[src/rv_core_defs.svh]
// rv_core shared constants
// datapath widths, RV64I opcode and funct fields, ALU operation codes
`ifndef RV_CORE_DEFS_SVH
`define RV_CORE_DEFS_SVH

`define XLEN       64
`define REG_ADDR_W 5
`define NUM_REGS   32
`define INSTR_W    32
`define ALU_OP_W   4

// major opcodes kept by the core
`define OPC_OP     7'b0110011
`define OPC_OP_IMM 7'b0010011
`define OPC_LUI    7'b0110111

`define F3_ADD  3'b000
`define F3_SLL  3'b001
`define F3_SLT  3'b010
`define F3_SLTU 3'b011
`define F3_XOR  3'b100
`define F3_SR   3'b101
`define F3_OR   3'b110
`define F3_AND  3'b111

`define F7_BASE 7'b0000000
`define F7_ALT  7'b0100000

`define ALU_ADD  4'd0
`define ALU_SUB  4'd1
`define ALU_SLL  4'd2
`define ALU_SLT  4'd3
`define ALU_SLTU 4'd4
`define ALU_XOR  4'd5
`define ALU_SRL  4'd6
`define ALU_SRA  4'd7
`define ALU_OR   4'd8
`define ALU_AND  4'd9
`define ALU_LUI  4'd10

`endif
[src/rv_core_pkg.sv]
// rv_core types
// vector typedefs shared by the pipeline stages and the testbench

`include "rv_core_defs.svh"

package rv_core_pkg;

  // register or ALU result value
  typedef logic [`XLEN-1:0] xlen_t;

  // register index
  typedef logic [`REG_ADDR_W-1:0] reg_addr_t;

  // raw instruction word
  typedef logic [`INSTR_W-1:0] instr_t;

  // ALU operation select
  typedef logic [`ALU_OP_W-1:0] alu_op_t;

endpackage

[src/rv_core_if.sv]
// rv_core stage interfaces
// decode-to-execute bundle and execute-to-result write-back bundle
`timescale 1ns/100ps

interface dec_ex_if
  import rv_core_pkg::*;
();
  logic      valid;
  alu_op_t   alu_op;
  reg_addr_t rs1_addr;
  reg_addr_t rs2_addr;
  reg_addr_t rd_addr;
  logic      rd_wen;
  logic      op2_is_imm;
  xlen_t     imm;

  modport dec (
    output valid, alu_op, rs1_addr, rs2_addr, rd_addr, rd_wen, op2_is_imm, imm
  );

  modport ex (
    input valid, alu_op, rs1_addr, rs2_addr, rd_addr, rd_wen, op2_is_imm, imm
  );
endinterface


[src/rv_decode.sv]
// rv_decode
// decodes an RV64I integer instruction and registers its control fields
`timescale 1ns/100ps
`include "rv_core_defs.svh"

module rv_decode
  import rv_core_pkg::*;
(
  input  logic   clk,
  input  logic   rst_n,
  input  logic   i_instr_valid,
  input  instr_t i_instr,
  dec_ex_if.dec  o_dec
);

  logic [6:0] opcode;
  logic [2:0] funct3;
  logic [6:0] funct7;
  reg_addr_t  rd;
  logic       legal;
  logic       is_imm;
  alu_op_t    alu_op;
  xlen_t      imm;

  // alt picks SUB or SRA
  function automatic alu_op_t sel_alu(input logic [2:0] f3, input logic alt);
    case (f3)
      `F3_ADD:  sel_alu = alt ? `ALU_SUB : `ALU_ADD;
      `F3_SLL:  sel_alu = `ALU_SLL;
      `F3_SLT:  sel_alu = `ALU_SLT;
      `F3_SLTU: sel_alu = `ALU_SLTU;
      `F3_XOR:  sel_alu = `ALU_XOR;
      `F3_SR:   sel_alu = alt ? `ALU_SRA : `ALU_SRL;
      `F3_OR:   sel_alu = `ALU_OR;
      default:  sel_alu = `ALU_AND;
    endcase
  endfunction

  assign opcode = i_instr[6:0];
  assign funct3 = i_instr[14:12];
  assign funct7 = i_instr[31:25];
  assign rd     = i_instr[11:7];

  always_comb begin
    legal  = 1'b0;
    is_imm = 1'b0;
    alu_op = `ALU_ADD;
    imm    = {{(`XLEN-12){i_instr[31]}}, i_instr[31:20]};
    case (opcode)
      `OPC_OP: begin
        // base encodings only, M extension and friends become bubbles
        legal  = (funct7 == `F7_BASE) ||
                 (funct7 == `F7_ALT && (funct3 == `F3_ADD || funct3 == `F3_SR));
        alu_op = sel_alu(funct3, funct7[5]);
      end
      `OPC_OP_IMM: begin
        legal  = 1'b1;
        is_imm = 1'b1;
        alu_op = sel_alu(funct3, funct3 == `F3_SR && funct7[5]);
      end
      `OPC_LUI: begin
        legal  = 1'b1;
        is_imm = 1'b1;
        alu_op = `ALU_LUI;
        imm    = {{(`XLEN-32){i_instr[31]}}, i_instr[31:12], 12'b0};
      end
      default: begin
      end
    endcase
  end

  always_ff @(posedge clk or negedge rst_n) begin
    if (!rst_n) begin
      o_dec.valid  <= 1'b0;
      o_dec.rd_wen <= 1'b0;
    end else begin
      o_dec.valid  <= i_instr_valid;
      o_dec.rd_wen <= i_instr_valid && legal && (rd != '0);
    end
  end

  always_ff @(posedge clk) begin
    o_dec.alu_op     <= alu_op;
    o_dec.rs1_addr   <= i_instr[19:15];
    o_dec.rs2_addr   <= i_instr[24:20];
    o_dec.rd_addr    <= rd;
    o_dec.op2_is_imm <= is_imm;
    o_dec.imm        <= imm;
  end

endmodule

[src/flat_wrapper.sv]
// flat-port wrapper written by rule: the top's interface ports become plain ports
module rv_decode_flat import rv_core_pkg::*;
  (clk, rst_n, i_instr_valid, i_instr, o_dec_valid, o_dec_alu_op, o_dec_rs1_addr, o_dec_rs2_addr, o_dec_rd_addr, o_dec_rd_wen, o_dec_op2_is_imm, o_dec_imm);
  dec_ex_if o_dec_i ();
  input  logic clk;
  input  logic rst_n;
  input  logic i_instr_valid;
  input  instr_t i_instr;
  output wire logic [$bits(o_dec_i.valid)-1:0] o_dec_valid;
  output wire logic [$bits(o_dec_i.alu_op)-1:0] o_dec_alu_op;
  output wire logic [$bits(o_dec_i.rs1_addr)-1:0] o_dec_rs1_addr;
  output wire logic [$bits(o_dec_i.rs2_addr)-1:0] o_dec_rs2_addr;
  output wire logic [$bits(o_dec_i.rd_addr)-1:0] o_dec_rd_addr;
  output wire logic [$bits(o_dec_i.rd_wen)-1:0] o_dec_rd_wen;
  output wire logic [$bits(o_dec_i.op2_is_imm)-1:0] o_dec_op2_is_imm;
  output wire logic [$bits(o_dec_i.imm)-1:0] o_dec_imm;
  assign o_dec_valid = o_dec_i.valid;
  assign o_dec_alu_op = o_dec_i.alu_op;
  assign o_dec_rs1_addr = o_dec_i.rs1_addr;
  assign o_dec_rs2_addr = o_dec_i.rs2_addr;
  assign o_dec_rd_addr = o_dec_i.rd_addr;
  assign o_dec_rd_wen = o_dec_i.rd_wen;
  assign o_dec_op2_is_imm = o_dec_i.op2_is_imm;
  assign o_dec_imm = o_dec_i.imm;
  rv_decode u_core (.clk(clk), .rst_n(rst_n), .i_instr_valid(i_instr_valid), .i_instr(i_instr), .o_dec(o_dec_i));
endmodule
[config.mk]
export PLATFORM = sky130hd
export DESIGN_NAME = rv_decode_flat
export DESIGN_NICKNAME = d
export VERILOG_FILES = /design/src/rv_core_pkg.sv /design/src/rv_core_if.sv /design/src/rv_decode.sv /design/src/flat_wrapper.sv
export VERILOG_INCLUDE_DIRS = /design/src
export SDC_FILE = /design/constraint.sdc
export NUM_CORES = 1
export LEC_CHECK = 0
export BUFFER_PORTS_ARGS = -buffer_cell sky130_fd_sc_hd__buf_2
export CORE_ASPECT_RATIO = 0.7
export CORE_UTILIZATION = 41
export DETAILED_ROUTE_END_ITERATION = 10
export GPL_ROUTABILITY_DRIVEN = 0
export HOLD_SLACK_MARGIN = 0.05
export PLACE_DENSITY = 0.8
export SLEW_MARGIN = 25
export SYNTH_ARGS = -nofsm -noshare
export SYNTH_HDL_FRONTEND = slang
export SYNTH_SLANG_ARGS = --single-unit
[constraint.sdc]
create_clock -name clk -period 2 [get_ports clk]
set_clock_uncertainty 0.15 [all_clocks]
set_input_delay 0.4 -clock clk [delete_from_list [all_inputs] [get_ports clk]]
set_output_delay 0.4 -clock clk [all_outputs]
set_load 0.05 [all_outputs]
# Yosys cells after proc, flatten, opt, wreduce, memory -nomap -nowiden
# Cells that the tools add are included.
dict set report totals {
  register_bits 54
  input_bits 35
  elab_cells 39
}
dict set report classes {
  eq_ne 10
  muxes 10
  n_reduce_logical 10
}
# operator count
set ops {}
lappend ops {{$pmux 4 s7} 2}
lappend ops {{$mux 31} 1}
lappend ops {{$eq 7x6->1 const B} 3}
lappend ops {{$pmux 4 s3} 1}
lappend ops {{$eq 3x3->1 const B} 3}
lappend ops {{$eq 7x5->1 const B} 1}
lappend ops {{$logic_not 7->1} 1}
lappend ops {{$eq 3x2->1 const B} 2}
lappend ops {{$mux 1} 5}
lappend ops {{$reduce_bool 5->1} 1}
lappend ops {{$logic_and 1x1->1} 4}
lappend ops {{$eq 3x1->1 const B} 1}
lappend ops {{$logic_not 3->1} 1}
lappend ops {{$logic_or 1x1->1} 2}
lappend ops {{$pmux 1 s2} 1}
lappend ops {{$reduce_or 2->1} 1}

# Logic depth before layout (Yosys ltp)
# Gate-level depths: netlist of the first run.
dict set report depth {
  ltp_word 7
  depth_mapped 5
  ltp_nobuf 4
}

# Worst setup path before layout of the first run
# Ideal clock, no wire load.
dict set report synth_timing {
  path_type {reg-to-output}
  startpoint {register, netlist name u_core.o_dec.imm[31]}
  endpoint {output port o_dec_imm[32]}
  arrival_time_ps 1464
  required_ps 1450
  setup_slack_ps -14
  path_stages_with_launch 2
  path_buffers 1
  cell_sequence {dfxtp_1 -> buf_4}
}
# item line
set synth_lines {}
lappend synth_lines {{to (decl)} flat_wrapper.sv:16} ;# output wire logic [$bits(o_dec_i.imm)-1:0] o_dec_imm;
# No word-level cell between the ends.

# Worst setup path after layout of the first run
dict set report layout_timing {
  startpoint {register, netlist name u_core.o_dec.imm[31]}
  endpoint {output port o_dec_imm[62]}
}
# No word-level cell between the ends.

==> summary.md, run 1 <==
| Metric | Value |
|---|---|
| Clock Tree Buf Depth | 2 |
| Fin crit period | around 1.7 ns |
| H-tree levels | 2 |
| Initial antenna violation count | 0 |
| Gate Count Post-Synth | roughly 160 |
| Worst endpoint required time | around 1.5 ns |
| Status | finished clean |
| CTS root buf | clkbuf_8 |
| Setup TNS after final layout | 0 ns |
| First-pass iteration count of the detailed router | 4 |
| Crit share post-route | 87.5% |
| Dpl cell area | 0.00220 mm^2 |
| Cell area after synthesis | approximately 0.0018 mm^2 |
| Area delta synth->final | 30.6% |
| Clock transition at path regs | 0.09 ns |
| Routed wire length per instance | 11.6 um |
| Die X | 81.1 um |
| Final setup viols | 0 |
| Largest net degree at the start of global routing | 34 |
| I/O Buffers | 120 |
| Dpl cells | slightly below 300 |
| Initial Util | 44.2% |
| Via density | between 4 and 5 |
| First-pass GRT wire length | about 5400 um |
| Startpoint class of the critical path | flop |
| Critical Path Max Stage Delay | 0.57 ns |
| Final WS setup | around 0.25 ns |
| Yosys top cell area share | approximately 58% |
| Leak pwr | 1.26 nW |
| Post-Layout Cell Count | between 300 and 400 |
| Crit path buf inv count | 1 |
| Final Util | between 50% and 60% |
| Via count | around 1,300 |
| Cell area power density | roughly 1000 mW/mm^2 |
| Commonest cells after routing, fill and taps aside | 120 x buf_2, 51 x dfxtp_1, 19 x a21o_1 |
| CTS tree | built |
| Antenna cells | 0 |
| Share of cells above drive strength 1 | between 50% and 60% |
| Crit-path max FO | 33 |
| Share of the yosys chip area belonging to registers | around three fifths |
| Pre-CTS setup slack | around 0.38 ns |
| Min-delay src | i_instr[9] |
| RSZ-0062 raised after global routing | false |
| CP delay by family, top | flip-flops |
| Max Transition Viols Final | 0 |
| Worst-Margin Slew | ~0.37 ns |
| Mean post-synth cell area | ~12 um^2 |
| Core Box Area | slightly above 0.004 mm^2 |
| Relative slew slack | ~75% |
| Syn nets | ~190 |
| Die area | approximately 0.0047 mm^2 |
| Global Route Usage Sum | 15.5% |
| Worst min path class | input pin to flop |
| Synth Register Bits | 54 |
| Final Hold Vio Count | 0 |
| Arrival time of the worst setup path | around 1.2 ns |
| Critical path class | flop to output pin |
| Die height | ~57 um |
| Post-layout nets | ~280 |
| DRT iter0 DRCs | 25 |
| Clk sinks | 54 |
| Num rows | 19 |
| MaxCap Viol Count | 0 |
| Count of warnings emitted by yosys | 0 |
| Total wire length | between 3000 and 4000 um |
| Vias in the first global route | between 1,000 and 1,500 |
| Critical path startpoint | u_core.o_dec.imm[31] |
| CP Capture Type | output pin |
| Commonest non-fill, non-tap cell in the layout | buf_2 |
| Finished Cell Area | between 0.002 and 0.0025 mm^2 |
| Final ANT Viol Nets | 0 |
| Critical path, cell by cell | buf_2 |
| Synth area leader | dfxtp_1 |
| Num ports | between 100 and 150 |
| Post-cts resize count | 0 |
| CTS buffer count | 5 |
| Distinct cells, synth | 27 |
| Peak VDD IR | between 0.6 and 0.7 mV |
| Slowest-stage cell, CP | dfxtp_2 |
| Area contributors post-synth | dfxtp_1 58%, buf_4 13%, a21o_1 7.9%, nor2b_1 4.5%, dfrtp_1 2.8% |
| Peak Freq | 0.572 GHz |
| HPWL Detailed | around 2700 um |
| Total global routing overflow | 0 |
| DR DRC count | 0 |
## cell families (layout without fill, tap and decap cells)
logic type	Yosys count	in the layout	synth area share [%]
buf+inv	41	134	15.7
flops	54	54	60.8
simple gates	29	29	10.7
xor+xnor	1	1	0.488
compound gates	31	31	12.3
## registers in the layout, summed over array words and instances, names as in the netlist
register and flops:
u_core.o_dec.rd_addr 5, u_core.o_dec.rs1_addr 5, u_core.o_dec.alu_op 4, u_core.o_dec.rd_wen 1
u_core.o_dec.valid 1, u_core.o_dec.op2_is_imm 1, u_core.o_dec.imm 32, u_core.o_dec.rs2_addr 5
## layer usage
layer / vias up / track usage (%) / share of wire (%) / routed length [um]
met5: - / 0 / 0 / 0
met4: 0 / 3.06 / 0 / 0
met3: 0 / 6.56 / 9.7 / 341
met2: 74 / 26.1 / 48 / 1690
met1: 586 / 18.7 / 42 / 1470
li1: 661 / - / - / -
## layout make-up
| type | count | area [um^2] |
|---|---|---|
| multi-input combinational | 61 | 428 |
| inverter | 1 | 3.75 |
| clock buffer | 6 | 72.6 |
| sequential | 54 | 1090 |
| timing repair buffer | 125 | 646 |
| tap | 52 | 65.1 |
| fill | 359 | 1720 |
| clock inverter | 2 | 37.5 |
## worst paths after layout
kind / slack (ns) / to / cells after the start
worst max-delay path: 0.25 / o_dec_imm[62] / 1
worst min-delay path: 0.06 / u_core.o_dec.rd_addr[2] / 1
max in group asynchronous: 1.34 / u_core.o_dec.valid / 2
min in group asynchronous: 0.26 / u_core.o_dec.rd_wen / 2
## report_power, final
group	internal, mW	total (mW)	switching (mW)
Combinational	0.114	0.509	0.395
Sequential	1.13	1.15	0.0182
Clock	0.373	0.698	0.324
Total	1.62	2.35	0.738
## stage by stage
stage	power (mW)	hold slack, ns
6_report	2.35	0.0631
4_1_cts	2.38	0.0542
3_3_place_gp	1.68	0.0360
2_1_floorplan	1.59	-0.0456
5_1_grt	2.46	0.0516
3_5_place_dp	1.68	0.0410
## timing repair
item | in CTS | in global routing
endpoints found under the hold margin | 2 | 2
setup buffers | 0 | 0
hold buffers | 1 | 2
## Yosys cell counts
master	n
dfxtp_1	52
buf_4	32
a21o_1	19
nor2b_1	13
buf_2	7
o21ai_0	5
a21oi_1	3
nand2_1	3
dfrtp_1	2
nor2_1	2
nor4_1	2
a2111oi_2	1
a211o_1	1
a211oi_1	1
a31oi_1	1
clkbuf_1	1
inv_1	1
nand2b_1	1
nand3_1	1
nand3b_1	1
nand4b_4	1
nor3_2	1
nor3b_1	1
or2_0	1
or2_2	1
or4_1	1
xor2_1	1
(Power assumes the default switching activity.)
==> run 2: changes to the inputs <==
--- a/config.mk
+++ b/config.mk
@@ -12,7 +12,7 @@
 export DETAILED_ROUTE_END_ITERATION = 10
 export GPL_ROUTABILITY_DRIVEN = 0
 export HOLD_SLACK_MARGIN = 0.05
-export PLACE_DENSITY = 0.8
+export PLACE_DENSITY = 0.79
 export SLEW_MARGIN = 25
 export SYNTH_ARGS = -nofsm -noshare
 export SYNTH_HDL_FRONTEND = slang
==> summary.md, run 2 (same netlist as run 1, synthesis figures left out) <==
| Metric | Value |
|---|---|
| Die height | 57.4 um (unchanged) |
| Crit path buf inv count | 1 (unchanged) |
| First-pass GRT wire length | 5180 um (-4.7%) |
| Dpl cells | 290 (unchanged) |
| Share of cells above drive strength 1 | 53.6% (-0.22 points) |
| DR DRC count | 0 (unchanged) |
| Area delta synth->final | 31.1% |
| Total wire length | 3430 um (-1.8%) |
| Pre-CTS setup slack | 0.383 ns (+0.0000660 ns) |
| Peak VDD IR | 0.718 mV (+7.2%) |
| Clock transition at path regs | 0.09 ns (about the same) |
| DRT iter0 DRCs | 27 (+8.0%) |
| Num rows | 19 (unchanged) |
| Antenna cells | 0 (unchanged) |
| Total global routing overflow | 0 (unchanged) |
| I/O Buffers | 120 (unchanged) |
| Final ANT Viol Nets | 0 (unchanged) |
| Status | finished clean |
| RSZ-0062 raised after global routing | false |
| Critical Path Max Stage Delay | 0.56 ns (about the same) |
| Setup TNS after final layout | 0 ns (unchanged) |
| Flip-flop count of the largest register after layout | 32 (unchanged) |
| Initial Util | 44.2% (unchanged) |
| Clock Tree Buf Depth | 2 (unchanged) |
| Relative slew slack | 71.8% (-3.1 points) |
| Final WS setup | 0.262 ns (+0.0110 ns) |
| Post-CTS setup repair buffer count | 0 (unchanged) |
| Worst min path class | input pin to flop |
| Clk sinks | 54 (unchanged) |
| CTS root buf | clkbuf_8 |
| Final Hold Slack | 0.0684 ns (+0.00535 ns) |
| Core Box Area | 0.00407 mm^2 (unchanged) |
| Commonest cells after routing, fill and taps aside | 120 x buf_2, 51 x dfxtp_1, 19 x a21o_1 |
| Max Transition Viols Final | 0 (unchanged) |
| Biggest register | u_core.o_dec.imm |
| Vias in the first global route | 1,145 (-3.0%) |
| Leak pwr | 1.26 nW (+0.33%) |
| CTS tree | built |
| Global Route Usage Sum | 15.0% (-0.51 points) |
| Min-delay src | i_instr[9] |
| Final Hold Vio Count | 0 (unchanged) |
| Routed wire length per instance | 11.4 um (-2.2%) |
| Hold Path Stages | 1 (unchanged) |
| Final setup viols | 0 (unchanged) |
| Finished Cell Area | 0.00235 mm^2 (+0.43%) |
| MaxCap Viol Count | 0 (unchanged) |
| WHS Endpoint | u_core.o_dec.rd_addr[2] |
| Critical path class | flop to output pin |
| Worst-Margin Slew | 0.420 ns (+0.0467 ns) |
| Post-layout nets | 284 (+0.35%) |
| Die area | 0.00465 mm^2 (unchanged) |
| Dpl cell area | 0.00220 mm^2 (unchanged) |
| Worst endpoint required time | 1.45 ns (about the same) |
| Cell area power density | 1000 mW/mm^2 (-0.37%) |
| Startpoint class of the critical path | flop |
| Largest net degree at the start of global routing | 34 (unchanged) |
| CP Capture Type | output pin |
| Die X | 81.1 um (unchanged) |
| Arrival time of the worst setup path | 1.19 ns (about the same) |
| CP delay by family, top | flip-flops |
| First-pass iteration count of the detailed router | 4 (unchanged) |
| Commonest non-fill, non-tap cell in the layout | buf_2 |
| Peak Freq | 0.575 GHz (+0.63%) |
| Crit share post-route | 86.9% (-0.55 points) |
| CTS buffer count | 5 (unchanged) |
| Slowest-stage cell, CP | dfxtp_2 |
| Num ports | 121 (unchanged) |
| Fin crit period | 1.74 ns (-0.0110 ns) |
| HPWL Detailed | 2510 um (-5.6%) |
| H-tree levels | 2 (unchanged) |
| Post-Layout Cell Count | 302 (+0.33%) |
| Critical path, cell by cell | buf_2 |
| Via count | 1,315 (-0.45%) |
| Via density | 4.35 (-0.78%) |
| Initial antenna violation count | 0 (unchanged) |
| Crit-path max FO | 33 (unchanged) |
## run 2: cell count changes in the layout (fill, tap and decap cells not counted), sizes merged
cell / change
dlygate4sd3: +1
## run 2: timing repair
action                                 4_1_cts  5_1_grt
endpoints found under the hold margin        2        3
gates resized for setup                      0        0
hold buffers                                 1        3
## run 2: how the worst max path moves through the flow
stage | startpoint | to | slack (ns) | cells after the start
after floorplan | u_core.o_dec.imm[31] | o_dec_imm[32] | 0.40 | 1
after global placement | i_instr[3] | u_core.o_dec.alu_op[0] | 0.41 | 4
after detailed placement | i_instr[28] | u_core.o_dec.rd_wen | 0.38 | 4
after CTS | u_core.o_dec.imm[31] | o_dec_imm[51] | 0.22 | 1
after global routing | u_core.o_dec.imm[31] | o_dec_imm[47] | 0.09 | 1
final | u_core.o_dec.imm[31] | o_dec_imm[36] | 0.26 | 1
## run 2: per-stage QoR
step,total power [mW],utilization [%]
floorplan,1.59,-
global placement,1.67,54.2
detailed placement,1.68,54.2
CTS,2.37,57.2
global route,2.46,57.9
finish,2.36,57.9
## run 2: layer usage
metal / up-vias / wire, um / part of all wire (%) / track usage [%]
met1: 578 / 1430 / 42 / 17.7
met2: 70 / 1660 / 48 / 24.7
met3: 2 / 334 / 9.7 / 7.52
met5: - / 0 / 0 / 0
li1: 665 / - / - / -
met4: 0 / 10 / 0.29 / 3.06
## run 2: layout make-up
class	count	area, um^2
tap	52	65.1
sequential	54	1090
fill	362	1710
timing repair buffer	126	656
clock buffer	6	72.6
multi-input combinational	61	428
inverter	1	3.75
clock inverter	2	37.5
## run 2: power breakdown
part	switching, mW	total, mW	internal (mW)
logic	0.396	0.511	0.115
registers	0.0167	1.15	1.13
clock network	0.325	0.698	0.373
==> run 3: changes to the inputs <==
--- a/config.mk
+++ b/config.mk
@@ -12,7 +12,7 @@
 export DETAILED_ROUTE_END_ITERATION = 10
 export GPL_ROUTABILITY_DRIVEN = 0
 export HOLD_SLACK_MARGIN = 0.05
-export PLACE_DENSITY = 0.79
+export PLACE_DENSITY = 0.87
 export SLEW_MARGIN = 25
 export SYNTH_ARGS = -nofsm -noshare
 export SYNTH_HDL_FRONTEND = slang
==> summary.md, run 3 (same netlist as run 1, synthesis figures left out) <==
| Metric | Value |
|---|---|
| Status | finished clean |
| Post-Layout Cell Count | 300 (-0.66%) |
| Area of the multi-input gates | 428 um^2 (unchanged) |
| Slowest-stage cell, CP | dfxtp_2 |
| I/O Buffers | 120 (unchanged) |
| Final Hold Vio Count | 0 (unchanged) |
| CTS buffer count | 5 (unchanged) |
| DR DRC count | 0 (unchanged) |
| H-tree levels | 2 (unchanged) |
| Via density | 4.43 (+1.8%) |
| RSZ-0062 raised after global routing | false |
| Antenna cells | 0 (unchanged) |
| Worst-Margin Slew | 0.374 ns (-0.0460 ns) |
| Largest net degree at the start of global routing | 34 (unchanged) |
| Total global routing overflow | 0 (unchanged) |
| Routed wire length per instance | 11.9 um (+4.9%) |
| Dpl cells | 290 (unchanged) |
| CP Capture Type | output pin |
| Cell area power density | 962 mW/mm^2 (-3.9%) |
| Num ports | 121 (unchanged) |
| Vias in the first global route | 1,152 (+0.61%) |
| Via count | 1,330 (+1.1%) |
| Clock transition at path regs | 0.09 ns (about the same) |
| Leak pwr | 1.25 nW (-1.5%) |
| Peak Freq | 0.571 GHz (-0.68%) |
| Total wire length | 3580 um (+4.2%) |
| Die height | 57.4 um (unchanged) |
| Fraction of power consumed by sequential logic | 51.5% (+2.9 points) |
| Max Transition Viols Final | 0 (unchanged) |
| Die area | 0.00465 mm^2 (unchanged) |
| Clk sinks | 54 (unchanged) |
| Num rows | 19 (unchanged) |
| First-pass iteration count of the detailed router | 4 (unchanged) |
| Fin crit period | 1.75 ns (+0.0119 ns) |
| Crit share post-route | 87.5% (+0.60 points) |
| Critical path, cell by cell | buf_2 |
| Startpoint class of the critical path | flop |
| Core Box Area | 0.00407 mm^2 (unchanged) |
| Post-layout nets | 283 (-0.35%) |
| Crit path buf inv count | 1 (unchanged) |
| Post-CTS setup repair buffer count | 0 (unchanged) |
| Clock power frac | 25.6% (-4.0 points) |
| Commonest cells after routing, fill and taps aside | 120 x buf_2, 51 x dfxtp_1, 19 x a21o_1 |
| Crit-path max FO | 33 (unchanged) |
| DRT iter0 DRCs | 35 (+30%) |
| Worst endpoint required time | 1.45 ns (about the same) |
| Relative slew slack | 75.1% (+3.3 points) |
| FF+latch area | 0.00109 mm^2 (unchanged) |
| CTS tree | built |
| Flip-flop count of the largest register after layout | 32 (unchanged) |
| Peak VDD IR | 0.641 mV (-11%) |
| Initial Util | 44.2% (unchanged) |
| Final ANT Viol Nets | 0 (unchanged) |
| Arrival time of the worst setup path | 1.20 ns (about the same) |
| Commonest non-fill, non-tap cell in the layout | buf_2 |
| Critical path class | flop to output pin |
| Logic pwr share | 22.9% (+1.2 points) |
| Filler cell count | 343 (-5.2%) |
| Initial antenna violation count | 0 (unchanged) |
| Critical Path Max Stage Delay | 0.57 ns (about the same) |
| Global Route Usage Sum | 15.5% (+0.47 points) |
| Final setup viols | 0 (unchanged) |
| Biggest register | u_core.o_dec.imm |
| Internal power | 1.48 mW (-8.3%) |
| Area delta synth->final | 29.1% |
| Sw Ratio | 33.5% (+2.2 points) |
| CTS root buf | clkbuf_8 |
| Die X | 81.1 um (unchanged) |
| Clock Tree Buf Depth | 2 (unchanged) |
| Worst min path class | input pin to flop |
| CP delay by family, top | flip-flops |
| Share of cells above drive strength 1 | 54.0% (+0.43 points) |
| Setup TNS after final layout | 0 ns (unchanged) |
| First-pass GRT wire length | 5240 um (+1.2%) |
| Switching pwr | 0.746 mW (+1.2%) |
| HPWL Detailed | 2720 um (+8.1%) |
| MaxCap Viol Count | 0 (unchanged) |
[run 3: metrics by stage]
stage                     cell area [um^2]  hold slack [ns]  utilization [%]  total power, mW  setup WS, ns
after floorplan                       1800          -0.0456                -             1.59         0.404
final                                 2320           0.0725             57.0             2.23         0.250
after CTS                             2300           0.0538             56.5             2.25         0.215
after detailed placement              2200           0.0363             54.2             1.68         0.348
after global routing                  2320           0.0504             57.0             2.33        0.0883
after global placement                2200           0.0347             54.2             1.68         0.376
[run 3: layer usage]
layer  wire, um  part of all wire [%]  global-route usage (%)
met5          0                     0                       0
met4         10                  0.28                    4.59
met3        275                   7.7                    6.88
met2       1770                    49                    26.8
met1       1530                    43                    17.2
[run 3: cell type report]
type	count	share of cell area, %
inverter	1	0.162
clock buffer	5	2.97
tap	52	2.81
multi-input combinational	61	18.5
sequential	54	47.1
timing repair buffer	125	27.8
clock inverter	2	0.648
[run 3: repair_timing]
| action | CTS | global route |
|---|---|---|
| hold buffers | 1 | 2 |
| resized for setup | 0 | 0 |
| hold endpoints to repair | 2 | 2 |
[run 3: power groups by stage]
stage / combinational, mW / clock [mW] / sequential, mW
6_report: 0.511 / 0.570 / 1.15
5_1_grt: 0.535 / 0.641 / 1.15
2_1_floorplan: 0.221 / 0 / 1.37
3_5_place_dp: 0.509 / 0 / 1.17
4_1_cts: 0.511 / 0.585 / 1.15
3_3_place_gp: 0.505 / 0 / 1.17
[run 3: path summary, 6_finish.rpt]
path | from | to | slack, ns | cells after the start
max | u_core.o_dec.imm[31] | o_dec_imm[41] | 0.25 | 1
min in group asynchronous | rst_n | u_core.o_dec.rd_wen | 0.27 | 2
max in group asynchronous | rst_n | u_core.o_dec.valid | 1.34 | 2
min | i_instr[8] | u_core.o_dec.rd_addr[1] | 0.07 | 1
